### src/timerMacros.svh
`ifndef TIMER_MACROS_SVH
`define TIMER_MACROS_SVH

//////////////////////////////////////////////////
// Bus widths
//////////////////////////////////////////////////

`define DATA_W 16 // Bus and register word
`define ADDR_W 4  // Unit in [3:2], register in [1:0]

//////////////////////////////////////////////////
// Timer setup
//////////////////////////////////////////////////

// Prescale field width in the control word
`define PS_W 4

// Timers sit at units 0 .. TIMER_COUNT-1 (1 to 3 allowed)
`define TIMER_COUNT 2

// Interrupt collector unit
`define UNIT_INTR 3

`endif

### src/periphPkg.sv
`include "timerMacros.svh"

package periphPkg;

  //////////////////////////////////////////////////
  // Bus types
  //////////////////////////////////////////////////

  // One data word on the register bus
  typedef logic [`DATA_W-1:0] wordT;

  // Register select inside one unit
  typedef logic [1:0] regAddrT;

  //////////////////////////////////////////////////
  // Timer control word
  //////////////////////////////////////////////////

  // Field layout of the control register
  typedef struct packed {
    logic [7:0]       rsvdHi;   // Reads as zero
    logic [`PS_W-1:0] prescale; // Bits 7..4
    logic [2:0]       rsvdLo;   // Reads as zero
    logic             enable;   // Bit 0
  } timerCtlFieldsT;

  // Same word seen raw from the bus or as fields
  typedef union packed {
    wordT           raw;
    timerCtlFieldsT fields;
  } timerCtlU;

endpackage

### src/intrCollector.sv
`timescale 1ns/1ps
`include "timerMacros.svh"

module intrCollector (
  input  logic                    clk,
  input  logic                    rstN,
  input  logic                    wr,      // Write strobe for this unit
  input  periphPkg::regAddrT      regAddr,
  input  periphPkg::wordT         wrData,
  input  logic [`TIMER_COUNT-1:0] ovf,     // Overflow pulses from timers
  output periphPkg::wordT         rdData,
  output logic                    irq      // Registered interrupt level
);

  // Register map
  localparam periphPkg::regAddrT addrPending = 2'd0;
  localparam periphPkg::regAddrT addrMask    = 2'd1;

  logic [`TIMER_COUNT-1:0] pending;
  logic [`TIMER_COUNT-1:0] mask;
  logic [`TIMER_COUNT-1:0] clrBits; // Write-one-to-clear request

  assign clrBits = (wr && regAddr == addrPending) ? wrData[`TIMER_COUNT-1:0] : '0;

  //////////////////////////////////////////////////
  // Pending and mask
  //////////////////////////////////////////////////

  // New overflow wins over a same-cycle clear
  always_ff @(posedge clk or negedge rstN) begin
    if (!rstN) begin
      pending <= '0;
    end else begin
      pending <= (pending & ~clrBits) | ovf;
    end
  end

  always_ff @(posedge clk or negedge rstN) begin
    if (!rstN) begin
      mask <= '0;
    end else if (wr && regAddr == addrMask) begin
      mask <= wrData[`TIMER_COUNT-1:0];
    end
  end

  // One cycle behind pending and mask
  always_ff @(posedge clk or negedge rstN) begin
    if (!rstN) begin
      irq <= 1'b0;
    end else begin
      irq <= |(pending & mask);
    end
  end

  //////////////////////////////////////////////////
  // Read word
  //////////////////////////////////////////////////

  always_comb begin
    case (regAddr)
      addrPending: rdData = periphPkg::wordT'(pending); // Zero extended
      addrMask:    rdData = periphPkg::wordT'(mask);
      default:     rdData = '0;
    endcase
  end

endmodule

### src/periphBusDecode.sv
`timescale 1ns/1ps
`include "timerMacros.svh"

module periphBusDecode (
  input  logic                    clk,
  input  logic                    rstN,
  input  logic                    busEn,   // Request strobe
  input  logic                    busWr,   // 1 write, 0 read
  input  logic [`ADDR_W-1:0]      busAddr,
  output periphPkg::regAddrT      regAddr, // To every unit
  output logic [`TIMER_COUNT-1:0] timerWr, // One strobe per timer
  output logic                    intrWr,
  input  periphPkg::wordT         timerRdData [`TIMER_COUNT],
  input  periphPkg::wordT         intrRdData,
  output periphPkg::wordT         rdData,
  output logic                    rdValid  // One cycle after read strobe
);

  localparam int unitW = `ADDR_W - 2;

  logic [unitW-1:0] unit;  // Upper address bits
  logic             wrStb;
  logic             rdStb;
  periphPkg::wordT  rdSel; // Selected unit word before the flop

  assign unit    = busAddr[`ADDR_W-1:2];
  assign regAddr = busAddr[1:0];
  assign wrStb   = busEn & busWr;
  assign rdStb   = busEn & ~busWr;

  //////////////////////////////////////////////////
  // Write strobes
  //////////////////////////////////////////////////

  always_comb begin
    for (int i = 0; i < `TIMER_COUNT; i++) begin
      timerWr[i] = wrStb && (unit == unitW'(i));
    end
  end

  assign intrWr = wrStb && (unit == unitW'(`UNIT_INTR));

  //////////////////////////////////////////////////
  // Read path
  //////////////////////////////////////////////////

  // Unused units fall through to zero
  always_comb begin
    rdSel = '0;
    for (int i = 0; i < `TIMER_COUNT; i++) begin
      if (unit == unitW'(i)) rdSel = timerRdData[i];
    end
    if (unit == unitW'(`UNIT_INTR)) rdSel = intrRdData;
  end

  always_ff @(posedge clk or negedge rstN) begin
    if (!rstN) begin
      rdValid <= 1'b0;
      rdData  <= '0;
    end else begin
      rdValid <= rdStb;
      if (rdStb) rdData <= rdSel; // Hold between reads
    end
  end

endmodule

### src/timer16.sv
`timescale 1ns/1ps
`include "timerMacros.svh"

module timer16 (
  input  logic               clk,
  input  logic               rstN,
  input  logic               wr,      // Write strobe for this timer only
  input  periphPkg::regAddrT regAddr, // Local register select
  input  periphPkg::wordT    wrData,
  output periphPkg::wordT    rdData,  // Combinational read word
  output logic               ovf      // One-cycle overflow pulse
);

  // Register map
  localparam periphPkg::regAddrT addrValue = 2'd0;
  localparam periphPkg::regAddrT addrCtl   = 2'd1;
  // Max count answers at 2 and 3

  //////////////////////////////////////////////////
  // Registers and internal signals
  //////////////////////////////////////////////////

  periphPkg::wordT     value;      // Visible count
  periphPkg::wordT     maxCnt;     // Wrap point
  periphPkg::timerCtlU ctl;        // Enable and prescale
  periphPkg::timerCtlU ctlWrWord;  // Bus word with reserved bits cleared
  logic [`PS_W-1:0]    psCnt;      // Hidden prescale counter

  logic tick;      // Prescale period done
  logic atMax;     // Value sits on max count
  logic countEn;   // Advance value this cycle
  logic valueWr;
  logic ctlWr;
  logic maxWr;

  //////////////////////////////////////////////////
  // Decode and compare
  //////////////////////////////////////////////////

  assign tick    = (psCnt == ctl.fields.prescale);
  assign atMax   = (value == maxCnt);
  assign countEn = tick & ctl.fields.enable; // Only counts when enabled

  assign valueWr = wr & (regAddr == addrValue);
  assign ctlWr   = wr & (regAddr == addrCtl);
  assign maxWr   = wr & regAddr[1]; // 2 or 3

  // Control write keeps only prescale and enable
  always_comb begin
    ctlWrWord.raw           = wrData; // Load through raw view
    ctlWrWord.fields.rsvdHi = '0;
    ctlWrWord.fields.rsvdLo = '0;
  end

  //////////////////////////////////////////////////
  // Prescaler
  //////////////////////////////////////////////////

  // Free running, cleared on tick or any write to this timer
  always_ff @(posedge clk or negedge rstN) begin
    if (!rstN) begin
      psCnt <= '0;
    end else if (tick || wr) begin
      psCnt <= '0;
    end else begin
      psCnt <= psCnt + 1'b1;
    end
  end

  //////////////////////////////////////////////////
  // Value, control and max registers
  //////////////////////////////////////////////////

  always_ff @(posedge clk or negedge rstN) begin
    if (!rstN) begin
      value <= '0;
    end else if (valueWr) begin
      value <= wrData;               // Bus load beats counting
    end else if (countEn) begin
      value <= atMax ? '0 : value + 1'b1; // Roll over after max
    end
  end

  always_ff @(posedge clk or negedge rstN) begin
    if (!rstN) begin
      ctl <= '0;
    end else if (ctlWr) begin
      ctl <= ctlWrWord;
    end
  end

  always_ff @(posedge clk or negedge rstN) begin
    if (!rstN) begin
      maxCnt <= '0;
    end else if (maxWr) begin
      maxCnt <= wrData;
    end
  end

  // Overflow pulse one cycle after the wrapping tick
  always_ff @(posedge clk or negedge rstN) begin
    if (!rstN) begin
      ovf <= 1'b0;
    end else begin
      ovf <= countEn & atMax;
    end
  end

  //////////////////////////////////////////////////
  // Read word
  //////////////////////////////////////////////////

  always_comb begin
    case (regAddr)
      addrValue: rdData = value;
      addrCtl:   rdData = ctl.fields; // Field view, reserved bits zero
      default:   rdData = maxCnt;
    endcase
  end

endmodule

### src/timerBlock.sv
`timescale 1ns/1ps
`include "timerMacros.svh"

module timerBlock (
  input  logic               clk,
  input  logic               rstN,
  input  logic               busEn,
  input  logic               busWr,
  input  logic [`ADDR_W-1:0] busAddr,
  input  periphPkg::wordT    wrData,
  output periphPkg::wordT    rdData,
  output logic               rdValid,
  output logic               irq
);

  //////////////////////////////////////////////////
  // Internal wiring
  //////////////////////////////////////////////////

  periphPkg::regAddrT      regAddr;                    // Shared register select
  logic [`TIMER_COUNT-1:0] timerWr;
  logic                    intrWr;
  periphPkg::wordT         timerRdData [`TIMER_COUNT]; // Per-timer read words
  periphPkg::wordT         intrRdData;
  logic [`TIMER_COUNT-1:0] ovf;                        // Timer to collector

  // Address split and read mux
  periphBusDecode busDecode_inst (
    .clk         (clk),
    .rstN        (rstN),
    .busEn       (busEn),
    .busWr       (busWr),
    .busAddr     (busAddr),
    .regAddr     (regAddr),
    .timerWr     (timerWr),
    .intrWr      (intrWr),
    .timerRdData (timerRdData),
    .intrRdData  (intrRdData),
    .rdData      (rdData),
    .rdValid     (rdValid)
  );

  // One timer per unit slot
  for (genvar i = 0; i < `TIMER_COUNT; i++) begin : genTimer
    timer16 timer_inst (
      .clk     (clk),
      .rstN    (rstN),
      .wr      (timerWr[i]),
      .regAddr (regAddr),
      .wrData  (wrData),     // Bus data straight to every unit
      .rdData  (timerRdData[i]),
      .ovf     (ovf[i])
    );
  end

  intrCollector intrCollector_inst (
    .clk     (clk),
    .rstN    (rstN),
    .wr      (intrWr),
    .regAddr (regAddr),
    .wrData  (wrData),
    .ovf     (ovf),
    .rdData  (intrRdData),
    .irq     (irq)
  );

endmodule

### config.mk
export PLATFORM = sky130hd
export DESIGN_NAME = timerBlock
export DESIGN_NICKNAME = d
export VERILOG_FILES = /design/src/periphPkg.sv /design/src/intrCollector.sv /design/src/periphBusDecode.sv /design/src/timer16.sv /design/src/timerBlock.sv
export VERILOG_INCLUDE_DIRS = /design/src /design/src/src
export SDC_FILE = /design/constraint.sdc
export NUM_CORES = 1
export LEC_CHECK = 0
export BUFFER_PORTS_ARGS = -buffer_cell sky130_fd_sc_hd__buf_4
export CAP_MARGIN = 20
export CORE_UTILIZATION = 56
export DETAILED_ROUTE_END_ITERATION = 6
export PLACE_DENSITY = 0.85
export REMOVE_ABC_BUFFERS = 1
export SYNTH_ARGS = -nofsm -noshare
export SYNTH_HDL_FRONTEND = slang
export SYNTH_HIERARCHICAL = 1
export SYNTH_SLANG_ARGS = --single-unit
### constraint.sdc
create_clock -name clk -period 1.8 [get_ports clk]
set_input_delay 0.36 -clock clk [delete_from_list [all_inputs] [get_ports clk]]
set_output_delay 0.36 -clock clk [all_outputs]
set_load 0.1 [all_outputs]
==> qor.yml, run 1 <==
status:
  status: "finished, violations left"
  violations: "negative setup slack"
finish:
  final_nets: 788
  layout_common_cells: "buf_4, dfrtp_1, nand2_1"
  final_common_cell: "buf_4"
  syn2layout_area_growth_pct: 24.4
  fill_cells: 750
  diodes: 0
  utilization: 0.717
  regArea_um2: 2660
  drive_gt1_frac: 0.412
  multiInputGateArea_um2: 3740
critical_path:
  worstPathArrival_ns: 2.12
  crit_slowest_cell: "dfrtp_2"
  criticalPathCategory: "reg2reg"
  path_max_fanout: 5
  crit_path_frequent_cell: "buf_6"
  crit_path_start: "genTimer[0].timer_inst/value[6]$_DFFE_PN0P_"
  cpPeakStageDelay_ns: 0.46
  crit_required_ns: 2.03
  crit-reg2reg-launch: "genTimer[0].timer_inst/value[6]$_DFFE_PN0P_"
  startpoint_type: "flop"
  path_cells: "xor2_1 > nor4_2 > nand4_2 > buf_6 > nand2_4 > buf_6 > o221ai_1"
  end_kind: "flop"
sta:
  grt_setup_unrepaired: "true"
  min_period_ns: 1.89
  setup_slack_ns: -0.0913
  fin_worst_skew_ns: 0.0111
  tightest_slew_ns: 0.883
  finalSetupTns_ns: -1.12
  slew_headroom: 0.409
  setup_viol: 24
  maxSlewViolCount: 0
  hold_viol_final: 0
  fmax_ghz: 0.529
  fin_crit_sh: 1.05
routing:
  num_vias: 5755
  routed_wl_um: 19100
  ant_nets: 0
  routed_via_density: 6.34
  wl_per_cell_um: 21.0
  initialDrtViolationCount: 615
  dr.pass1.iters: 6
  drc: 0
floorplanning:
  initial_core_util: 0.577
  die_area_um2: 12200
  die-height_um: 111
  die_x_um: 111
  coreArea_um2: 11500
  fp-row-count: 39
  ios: 42
yosys:
  ys_ff_latch: 106
  postSynthCellCount: 645
  avgSynthCellArea_um2: 10.3
  async_flop_share: 1.00
  synth_warnings: 6
  yosysSeqAreaShare: 0.401
  synth-main-ff-cell: "dfrtp_1"
  synth_cell_types: 51
  syn-cell-area_um2: 6610
  synth_edf_count: 0
cts:
  cts.sinks: 106
  cts_buffer_depth: 2
  tritoncts: "yes"
  clk_pin_slew_ns: 0.08
  htree_num_levels: 3
  root_buffer: "clkbuf_16"
  cts_buffers: 9
  clock_latency_ns: 0.35
power:
  internal_power_mw: 6.25
  p_sw_mw: 4.14
  swShare: 0.398
  p_seq_frac: 0.352
  irDropWorstVdd_uv: 916
  powerDensity_nw_per_um2: 1260
  p_leak_nw: 3.67
  power_frac_comb: 0.443
  clkPwrFrac: 0.205
placed_design:
  dp_slack_ns: -0.481
  globalplace.congestion: 0.934
  placement.io_buffers: 41
  dp_hpwl_um: 12900
grt:
  grt_pass1_wl_um: 29700
  grt_overflow_total: 0
  grt_max_degree: 38
  grt_use_total: 0.308
  grt_pass1_vias: 5676
  antenna_found_initial: 0
hold_path:
  hp-class: "in2reg"
  hold_start: "wrData[9]"
run:
  maxCapViolCount: 0
## metal layers
| metal | part of all wire | GRT usage | vias up |
|---|---|---|---|
| met5 | 0 | 0 | - |
| met4 | 0.038 | 0.117 | 0 |
| met3 | 0.071 | 0.0689 | 62 |
| met2 | 0.50 | 0.513 | 302 |
| met1 | 0.40 | 0.391 | 2863 |
| li1 | - | - | 2528 |
## cells by family after synthesis
group           Yosys count  synth area share
compound gates          139             0.165
other cells               1          0.000567
xor+xnor                 48            0.0636
simple gates            188             0.161
flops                   106             0.401
mux                      72             0.125
buf+inv                  87            0.0759
fa+ha+maj                 4           0.00757
## registers in the layout, summed over array words and instances (netlist names)
register,count
genTimer.timer_inst/maxCnt,32
genTimer.timer_inst/value,32
busDecode_inst/rdData,16
genTimer.timer_inst/ctl,10
genTimer.timer_inst/psCnt,8
genTimer.timer_inst/ovf,2
intrCollector_inst/mask,2
intrCollector_inst/pending,2
busDecode_inst/rdValid,1
intrCollector_inst/irq,1
## power groups by stage
stage / clock network (mW) / logic [mW] / registers (mW)
4_1_cts: 2.15 / 4.17 / 3.62
2_1_floorplan: 0 / 2.03 / 4.06
5_1_grt: 2.25 / 4.91 / 3.72
3_3_place_gp: 0 / 3.86 / 3.60
6_report: 2.13 / 4.61 / 3.66
3_5_place_dp: 0 / 4.02 / 3.65
## synthesized netlist by cell type (10+ instances only)
library cell / count / share of area
a22oi_1: 13 / 0.015
clkbuf_1: 10 / 0.0057
buf_2: 20 / 0.015
mux2_2: 44 / 0.075
a22o_1: 23 / 0.030
o221ai_2: 10 / 0.023
a21oi_1: 29 / 0.022
nor4_2: 12 / 0.023
a31oi_1: 14 / 0.013
o21ai_0: 10 / 0.0076
nor2_1: 49 / 0.028
a21oi_2: 11 / 0.015
nand2_1: 60 / 0.034
inv_1: 28 / 0.016
buf_6: 11 / 0.019
nand3_1: 18 / 0.014
buf_4: 17 / 0.019
xor2_1: 46 / 0.061
mux2i_1: 12 / 0.018
dfrtp_1: 106 / 0.40
## repair_timing
action	in CTS	in global routing
setup buffers	4	11
resized for setup	19	41
pin swaps	6	24
cloned	0	1
endpoints found under the setup margin	23	31
hold endpoints to repair	34	0
hold buffers	1	0
## critical path: cells and delay by family (launching register included)
| family | cells | cell delay (ns) |
|---|---|---|
| XOR/XNOR | 1 | 0.21 |
| AO/OA/AOI/OAI | 1 | 0.12 |
| buffers and inverters | 2 | 0.31 |
| AND/OR/NAND/NOR | 3 | 0.66 |
| flip-flops | 1 | 0.46 |
## layout make-up
class,count,share of cell area
Inverter,28,0.0128
Clock inverter,5,0.00943
Timing Repair Buffer,150,0.148
Sequential cell,106,0.324
Tap cell,143,0.0218
Clock buffer,11,0.0295
Multi-Input combinational cell,465,0.455
## final timing paths
check | endpoint | slack [ns] | cells past startpoint
setup / recovery | genTimer[0].timer_inst/value[2]$_DFFE_PN0P_ | -0.09 | 7
hold / removal | genTimer[0].timer_inst/value[9]$_DFFE_PN0P_ | 0.27 | 3
setup reg to reg | genTimer[0].timer_inst/value[2]$_DFFE_PN0P_ | -0.09 | 7
hold reg to reg | intrCollector_inst/pending[0]$_DFF_PN0_ | 0.47 | 1
max in group asynchronous | genTimer[0].timer_inst/value[6]$_DFFE_PN0P_ | 0.67 | 3
min in group asynchronous | genTimer[1].timer_inst/maxCnt[3]$_DFFE_PN0P_ | 0.51 | 2
## per-stage QoR
| step | cell area, um2 | hold slack (ns) | cells | power (mW) |
|---|---|---|---|---|
| floorplan | 6260 | 0.0644 | 599 | 6.09 |
| global placement | 7490 | 0.348 | 874 | 7.46 |
| detailed placement | 7490 | 0.351 | 875 | 7.67 |
| CTS | 7940 | 0.268 | 896 | 9.94 |
| global route | 8220 | 0.268 | 908 | 10.9 |
| finish | 8220 | 0.273 | 908 | 10.4 |
Power figures use the tool's default switching activity.
==> run 2: changes to the inputs <==
CORE_UTILIZATION = 62   (was 56)
PLACE_DENSITY = 0.89   (was 0.85)
REMOVE_ABC_BUFFERS = unset   (was 1)
clock period = 1.9 ns   (was 1.8 ns; I/O delays follow)
==> qor.yml, run 2 (synthesized netlist as in run 1, its figures left out) <==
routing:
  routed_wl_um: 17800  # -6.9%
  initialDrtViolationCount: 392  # -36%
  routed_via_density: 6.30  # -0.64%
  drc: 0  # unchanged
  wl_per_cell_um: 20.7  # -1.7%
  ant_nets: 0  # unchanged
  num_vias: 5416  # -5.9%
  dr.pass1.iters: 5  # -1
finish:
  syn2layout_area_growth_pct: 16.8
  utilization: 0.748  # +0.0311
  drive_gt1_frac: 0.355  # -0.0568
  top_regs: "genTimer.timer_inst/maxCnt (32), genTimer.timer_inst/value (32), busDecode_inst/rdData (16)"
  final_nets: 747  # -5.2%
  diodes: 0  # unchanged
  finalNonFillerCells: 860  # -5.3%
  layout_common_cells: "dfrtp_1, buf_4, nand2_1"
  final_common_cell: "dfrtp_1"
cts:
  ctsHoldBuffers: 0  # -1
  clock_latency_ns: 0.39  # +0.04 ns
  cts_buffers: 9  # unchanged
  cts.sinks: 106  # unchanged
  cts_buffer_depth: 2  # unchanged
  htree_num_levels: 3  # unchanged
  tritoncts: "yes"
  root_buffer: "clkbuf_8"
  clk_pin_slew_ns: 0.09  # about the same
critical_path:
  crit-reg2reg-launch: "genTimer[0].timer_inst/value[3]$_DFFE_PN0P_"
  crit_slowest_cell: "dfrtp_1"
  cpPeakStageDelay_ns: 0.44  # -0.02 ns
  path_cells: "xor2_1 > nor4_2 > nand4_2 > buf_4 > a31oi_1 > o221ai_2"
  crit_required_ns: 2.16  # +0.13 ns
  rrSetupSlack_ns: 0.03  # +0.12 ns
  crit_buf_inv: 1  # -1
  worstPathArrival_ns: 2.14  # +0.02 ns
  r2r_end: "genTimer[0].timer_inst/value[4]$_DFFE_PN0P_"
  end_kind: "flop"
  path_max_fanout: 6  # +1
  r2r_cells: 6  # -1
  criticalPathCategory: "reg2reg"
  crit_path_start: "genTimer[0].timer_inst/value[3]$_DFFE_PN0P_"
  startpoint_type: "flop"
  cp_top_family: "simple AND/OR/NAND/NOR gates"
grt:
  grt_max_degree: 107  # +180%
  grt_pass1_wl_um: 28100  # -5.3%
  antenna_found_initial: 1  # +1
  grt_use_total: 0.330  # +0.0223
  grt_pass1_vias: 5391  # -5.0%
  grt_overflow_total: 0  # unchanged
status:
  status: "finished, final reports clean"
run:
  maxCapViolCount: 0  # unchanged
hold_path:
  hp-class: "in2async"
floorplanning:
  initial_core_util: 0.641  # +0.0639
  coreArea_um2: 10300  # -10%
  die_area_um2: 11100  # -9.5%
  ios: 42  # unchanged
  fp-row-count: 37  # -5.1%
  die-height_um: 105  # -4.9%
  die_x_um: 105  # -4.9%
sta:
  min_period_ns: 1.87  # -0.0176 ns
  fmax_ghz: 0.534  # +0.94%
  whs_ns: 0.0416  # -0.231 ns
  setup_slack_ns: 0.0263  # +0.118 ns
  tightest_slew_ns: 0.759  # -0.124 ns
  slew_headroom: 0.492  # +0.0829
  grt_setup_unrepaired: "true"
  finalSetupTns_ns: 0  # +1.12 ns
  fin_crit_sh: 0.986  # -0.0646
  setup_viol: 0  # -100%
  fin_worst_skew_ns: 0.0115  # +0.000352 ns
  hold_viol_final: 0  # unchanged
  maxSlewViolCount: 0  # unchanged
power:
  irDropWorstVdd_uv: 791  # -14%
  p_leak_nw: 3.42  # -6.8%
  powerDensity_nw_per_um2: 1170  # -7.5%
placed_design:
  placement.io_buffers: 41  # unchanged
  dp_slack_ns: -0.228  # +0.253 ns
  dp_hpwl_um: 12800  # -0.54%
  dpl.cell_count: 841  # -3.9%
  globalplace.congestion: 0.867  # -7.2%
[run 2: cell count changes in the layout (fill, tap and decap cells not counted), moves of 3 or more]
cell / previous run / this run
clkbuf_16: 9 / 0
clkbuf_8: 1 / 9
buf_6: 11 / 4
buf_4: 133 / 98
a31oi_1: 8 / 12
a21oi_2: 22 / 14
a21oi_1: 16 / 26
nor4_2: 12 / 15
[run 2: final cells by class]
class	count	area, um2
Clock buffer	11	131
Clock inverter	5	103
Fill cell	680	2600
Inverter	28	105
Multi-Input combinational cell	465	3640
Sequential cell	106	2660
Tap cell	136	170
Timing Repair Buffer	109	916
[run 2: metrics by stage]
stage / total power [mW] / instance area [um2]
3_5_place_dp: 7.11 / 7340
2_1_floorplan: 5.98 / 6730
4_1_cts: 8.79 / 7590
3_3_place_gp: 6.92 / 7330
6_report: 9.03 / 7720
5_1_grt: 9.48 / 7720
[run 2: layer usage]
layer,up-vias,GRT usage,wire length [um]
li1,2436,-,-
met1,2699,0.439,7390
met2,227,0.525,8420
met3,54,0.0544,1120
met4,0,0.165,835
met5,-,0,0
[run 2: repair_timing]
action                                  CTS  global route
pin swaps                                 0             8
buffers inserted                          0             3
endpoints found under the hold margin     0             0
endpoints found under the setup margin    3            28
resized for setup                         2            26
[run 2: power by group]
group	total [mW]	leakage, nW	internal, mW	switching, mW
clock network	1.66	0.114	0.875	0.786
logic	3.85	2.07	1.63	2.23
registers	3.52	1.24	2.83	0.686
total	9.03	3.42	5.33	3.70
[run 2: worst reg2reg max path, delay by kind of cell, from the launching register on]
kind	cells	cell delay [ns]
simple gates	2	0.60
flops	1	0.44
compound gates	2	0.30
buf+inv	1	0.22
xor+xnor	1	0.19
[run 2: worst max path at each step]
stage / cells past startpoint / slack, ns / end
after floorplan: 9 / -0.07 / genTimer[1].timer_inst/value[4]$_DFFE_PN0P_
after global placement: 7 / -0.41 / genTimer[1].timer_inst/value[6]$_DFFE_PN0P_
after detailed placement: 9 / -0.23 / genTimer[1].timer_inst/value[7]$_DFFE_PN0P_
after CTS: 7 / 0.003 / genTimer[1].timer_inst/value[3]$_DFFE_PN0P_
after global routing: 7 / -0.08 / genTimer[1].timer_inst/value[7]$_DFFE_PN0P_
final: 6 / 0.03 / genTimer[0].timer_inst/value[4]$_DFFE_PN0P_
==> run 3: changes to the inputs <==
CORE_ASPECT_RATIO = 0.75   (was unset)
CORE_UTILIZATION = 60   (was 62)
HOLD_SLACK_MARGIN = 0.05   (was unset)
PLACE_DENSITY = 0.87   (was 0.89)
==> qor.yml, run 3 (synthesized netlist as in run 1, its figures left out) <==
placed_design:
  dpl.cell_count: 858  # +2.0%
  placement.io_buffers: 41  # unchanged
  globalplace.congestion: 0.926  # +6.8%
  dp_hpwl_um: 13800  # +7.8%
  dp_slack_ns: -0.457  # -0.228 ns
  placed_area_um2: 7500  # +2.1%
grt:
  grt_max_degree: 34  # -68%
  grt_overflow_total: 0  # unchanged
  grt_use_total: 0.350  # +0.0199
  grt_pass1_vias: 5565  # +3.2%
  grt_pass1_wl_um: 29800  # +5.9%
  antenna_found_initial: 0  # -1
cts:
  clock_latency_ns: 0.36  # -0.03 ns
  cts_buffer_depth: 2  # unchanged
  htree_num_levels: 3  # unchanged
  cts_buffers: 9  # unchanged
  cts.sinks: 106  # unchanged
  root_buffer: "clkbuf_16"
  tritoncts: "yes"
  clk_pin_slew_ns: 0.08  # about the same
sta:
  tightest_slew_ns: 0.785  # +0.0260 ns
  hold_viol_final: 0  # unchanged
  fin_crit_sh: 1.00  # +0.0152
  fmax_ghz: 0.526  # -1.5%
  setup_viol: 1  # +1
  min_period_ns: 1.90  # +0.0289 ns
  maxSlewViolCount: 0  # unchanged
  setup_slack_ns: -0.00255  # -0.0289 ns
  slew_headroom: 0.475  # -0.0174
  finalSetupTns_ns: -0.00255  # -0.00255 ns
  fin_worst_skew_ns: 0.00885  # -0.00260 ns
  grt_setup_unrepaired: "true"
floorplanning:
  initial_core_util: 0.630  # -0.0102
  die-height_um: 92.9  # -12%
  die_area_um2: 11400  # +3.3%
  ios: 42  # unchanged
  fp-row-count: 32  # -14%
  coreArea_um2: 10500  # +1.6%
  die_x_um: 123  # +17%
critical_path:
  worstPathArrival_ns: 2.12  # -0.02 ns
  path_max_fanout: 6  # unchanged
  crit_required_ns: 2.12  # -0.04 ns
  end_kind: "flop"
  startpoint_type: "flop"
  criticalPathCategory: "reg2reg"
routing:
  num_vias: 5689  # +5.0%
  routed_via_density: 6.41  # +1.8%
  wl_per_cell_um: 21.5  # +4.0%
  dr.pass1.iters: 7  # +2
  initialDrtViolationCount: 509  # +30%
  drc: 0  # unchanged
  ant_nets: 0  # unchanged
  routed_wl_um: 19100  # +7.3%
hold_path:
  hp-class: "in2reg"
finish:
  final_nets: 774  # +3.6%
  final_cell_area_um2: 8080  # +4.7%
  finalNonFillerCells: 887  # +3.1%
  final_common_cell: "buf_4"
  syn2layout_area_growth_pct: 22.3
  top_regs: "genTimer.timer_inst/maxCnt (32), genTimer.timer_inst/value (32), busDecode_inst/rdData (16)"
  utilization: 0.771  # +0.0225
  fill_cells: 670  # -1.5%
  drive_gt1_frac: 0.387  # +0.0325
  layout_common_cells: "buf_4, dfrtp_1, nand2_1"
  diodes: 0  # unchanged
status:
  status: "finished, violations left"
  violations: "negative setup slack"
power:
  irDropWorstVdd_uv: 749  # -5.4%
  powerDensity_nw_per_um2: 1190  # +1.4%
  p_leak_nw: 3.58  # +4.5%
run:
  maxCapViolCount: 0  # unchanged
-- run 3: path summary, 6_finish.rpt --
| check | start | slack (ns) | cells after the start | endpoint |
|---|---|---|---|---|
| min in group asynchronous | rstN | 0.49 | 2 | intrCollector_inst/mask[1]$_DFFE_PN0P_ |
| setup reg to reg | genTimer[0].timer_inst/value[15]$_DFFE_PN0P_ | -0.003 | 7 | genTimer[0].timer_inst/value[2]$_DFFE_PN0P_ |
| hold / removal | wrData[12] | 0.30 | 3 | genTimer[1].timer_inst/value[12]$_DFFE_PN0P_ |
| setup / recovery | genTimer[0].timer_inst/value[15]$_DFFE_PN0P_ | -0.003 | 7 | genTimer[0].timer_inst/value[2]$_DFFE_PN0P_ |
| hold reg to reg | genTimer[1].timer_inst/ovf$_DFF_PN0_ | 0.44 | 1 | intrCollector_inst/pending[1]$_DFF_PN0_ |
| max in group asynchronous | rstN | 0.76 | 3 | genTimer[0].timer_inst/value[5]$_DFFE_PN0P_ |
-- run 3: area by class of cell --
class | instances | area [um2] | share of cell area
Clock buffer | 9 | 225 | 0.0279
Clock inverter | 7 | 60.1 | 0.00743
Sequential cell | 106 | 2660 | 0.329
Tap cell | 136 | 170 | 0.0210
Timing Repair Buffer | 136 | 1140 | 0.141
Multi-Input combinational cell | 465 | 3720 | 0.460
Inverter | 28 | 105 | 0.0130
-- run 3: what timing repair did --
item	CTS	global route
endpoints found under the setup margin	23	27
buffers inserted	0	11
endpoints found under the hold margin	23	0
hold buffers	1	0
pin swaps	0	7
cloned	0	1
resized for setup	7	35
-- run 3: power breakdown --
group,leakage [nW],switching (mW),internal (mW)
combinational,2.21,2.47,1.80
sequential,1.23,0.650,2.84
clock,0.136,0.909,0.916
total,3.58,4.03,5.55
-- run 3: layer usage --
metal / vias up / track usage / share of wire
met1: 2828 / 0.478 / 0.41
met4: 0 / 0.131 / 0.039
met2: 298 / 0.547 / 0.47
met5: - / 0 / 0
li1: 2485 / - / -
met3: 78 / 0.0727 / 0.086
-- run 3: worst max-delay path, cell delays in order, from the launching register on --
cell      delay (ns)
dfrtp_1         0.43
xor2_1          0.18
nor4_2          0.39
nand4_2         0.15
buf_6           0.17
buf_6           0.13
a21oi_1         0.15
o221ai_1        0.14
-- run 3: through the flow --
step                      power (mW)  hold WS (ns)
final                           9.58         0.297
after global routing            10.0         0.301
after CTS                       9.23         0.289
after detailed placement        7.31         0.325
after global placement          7.08         0.322
after floorplan                 5.98        0.0844
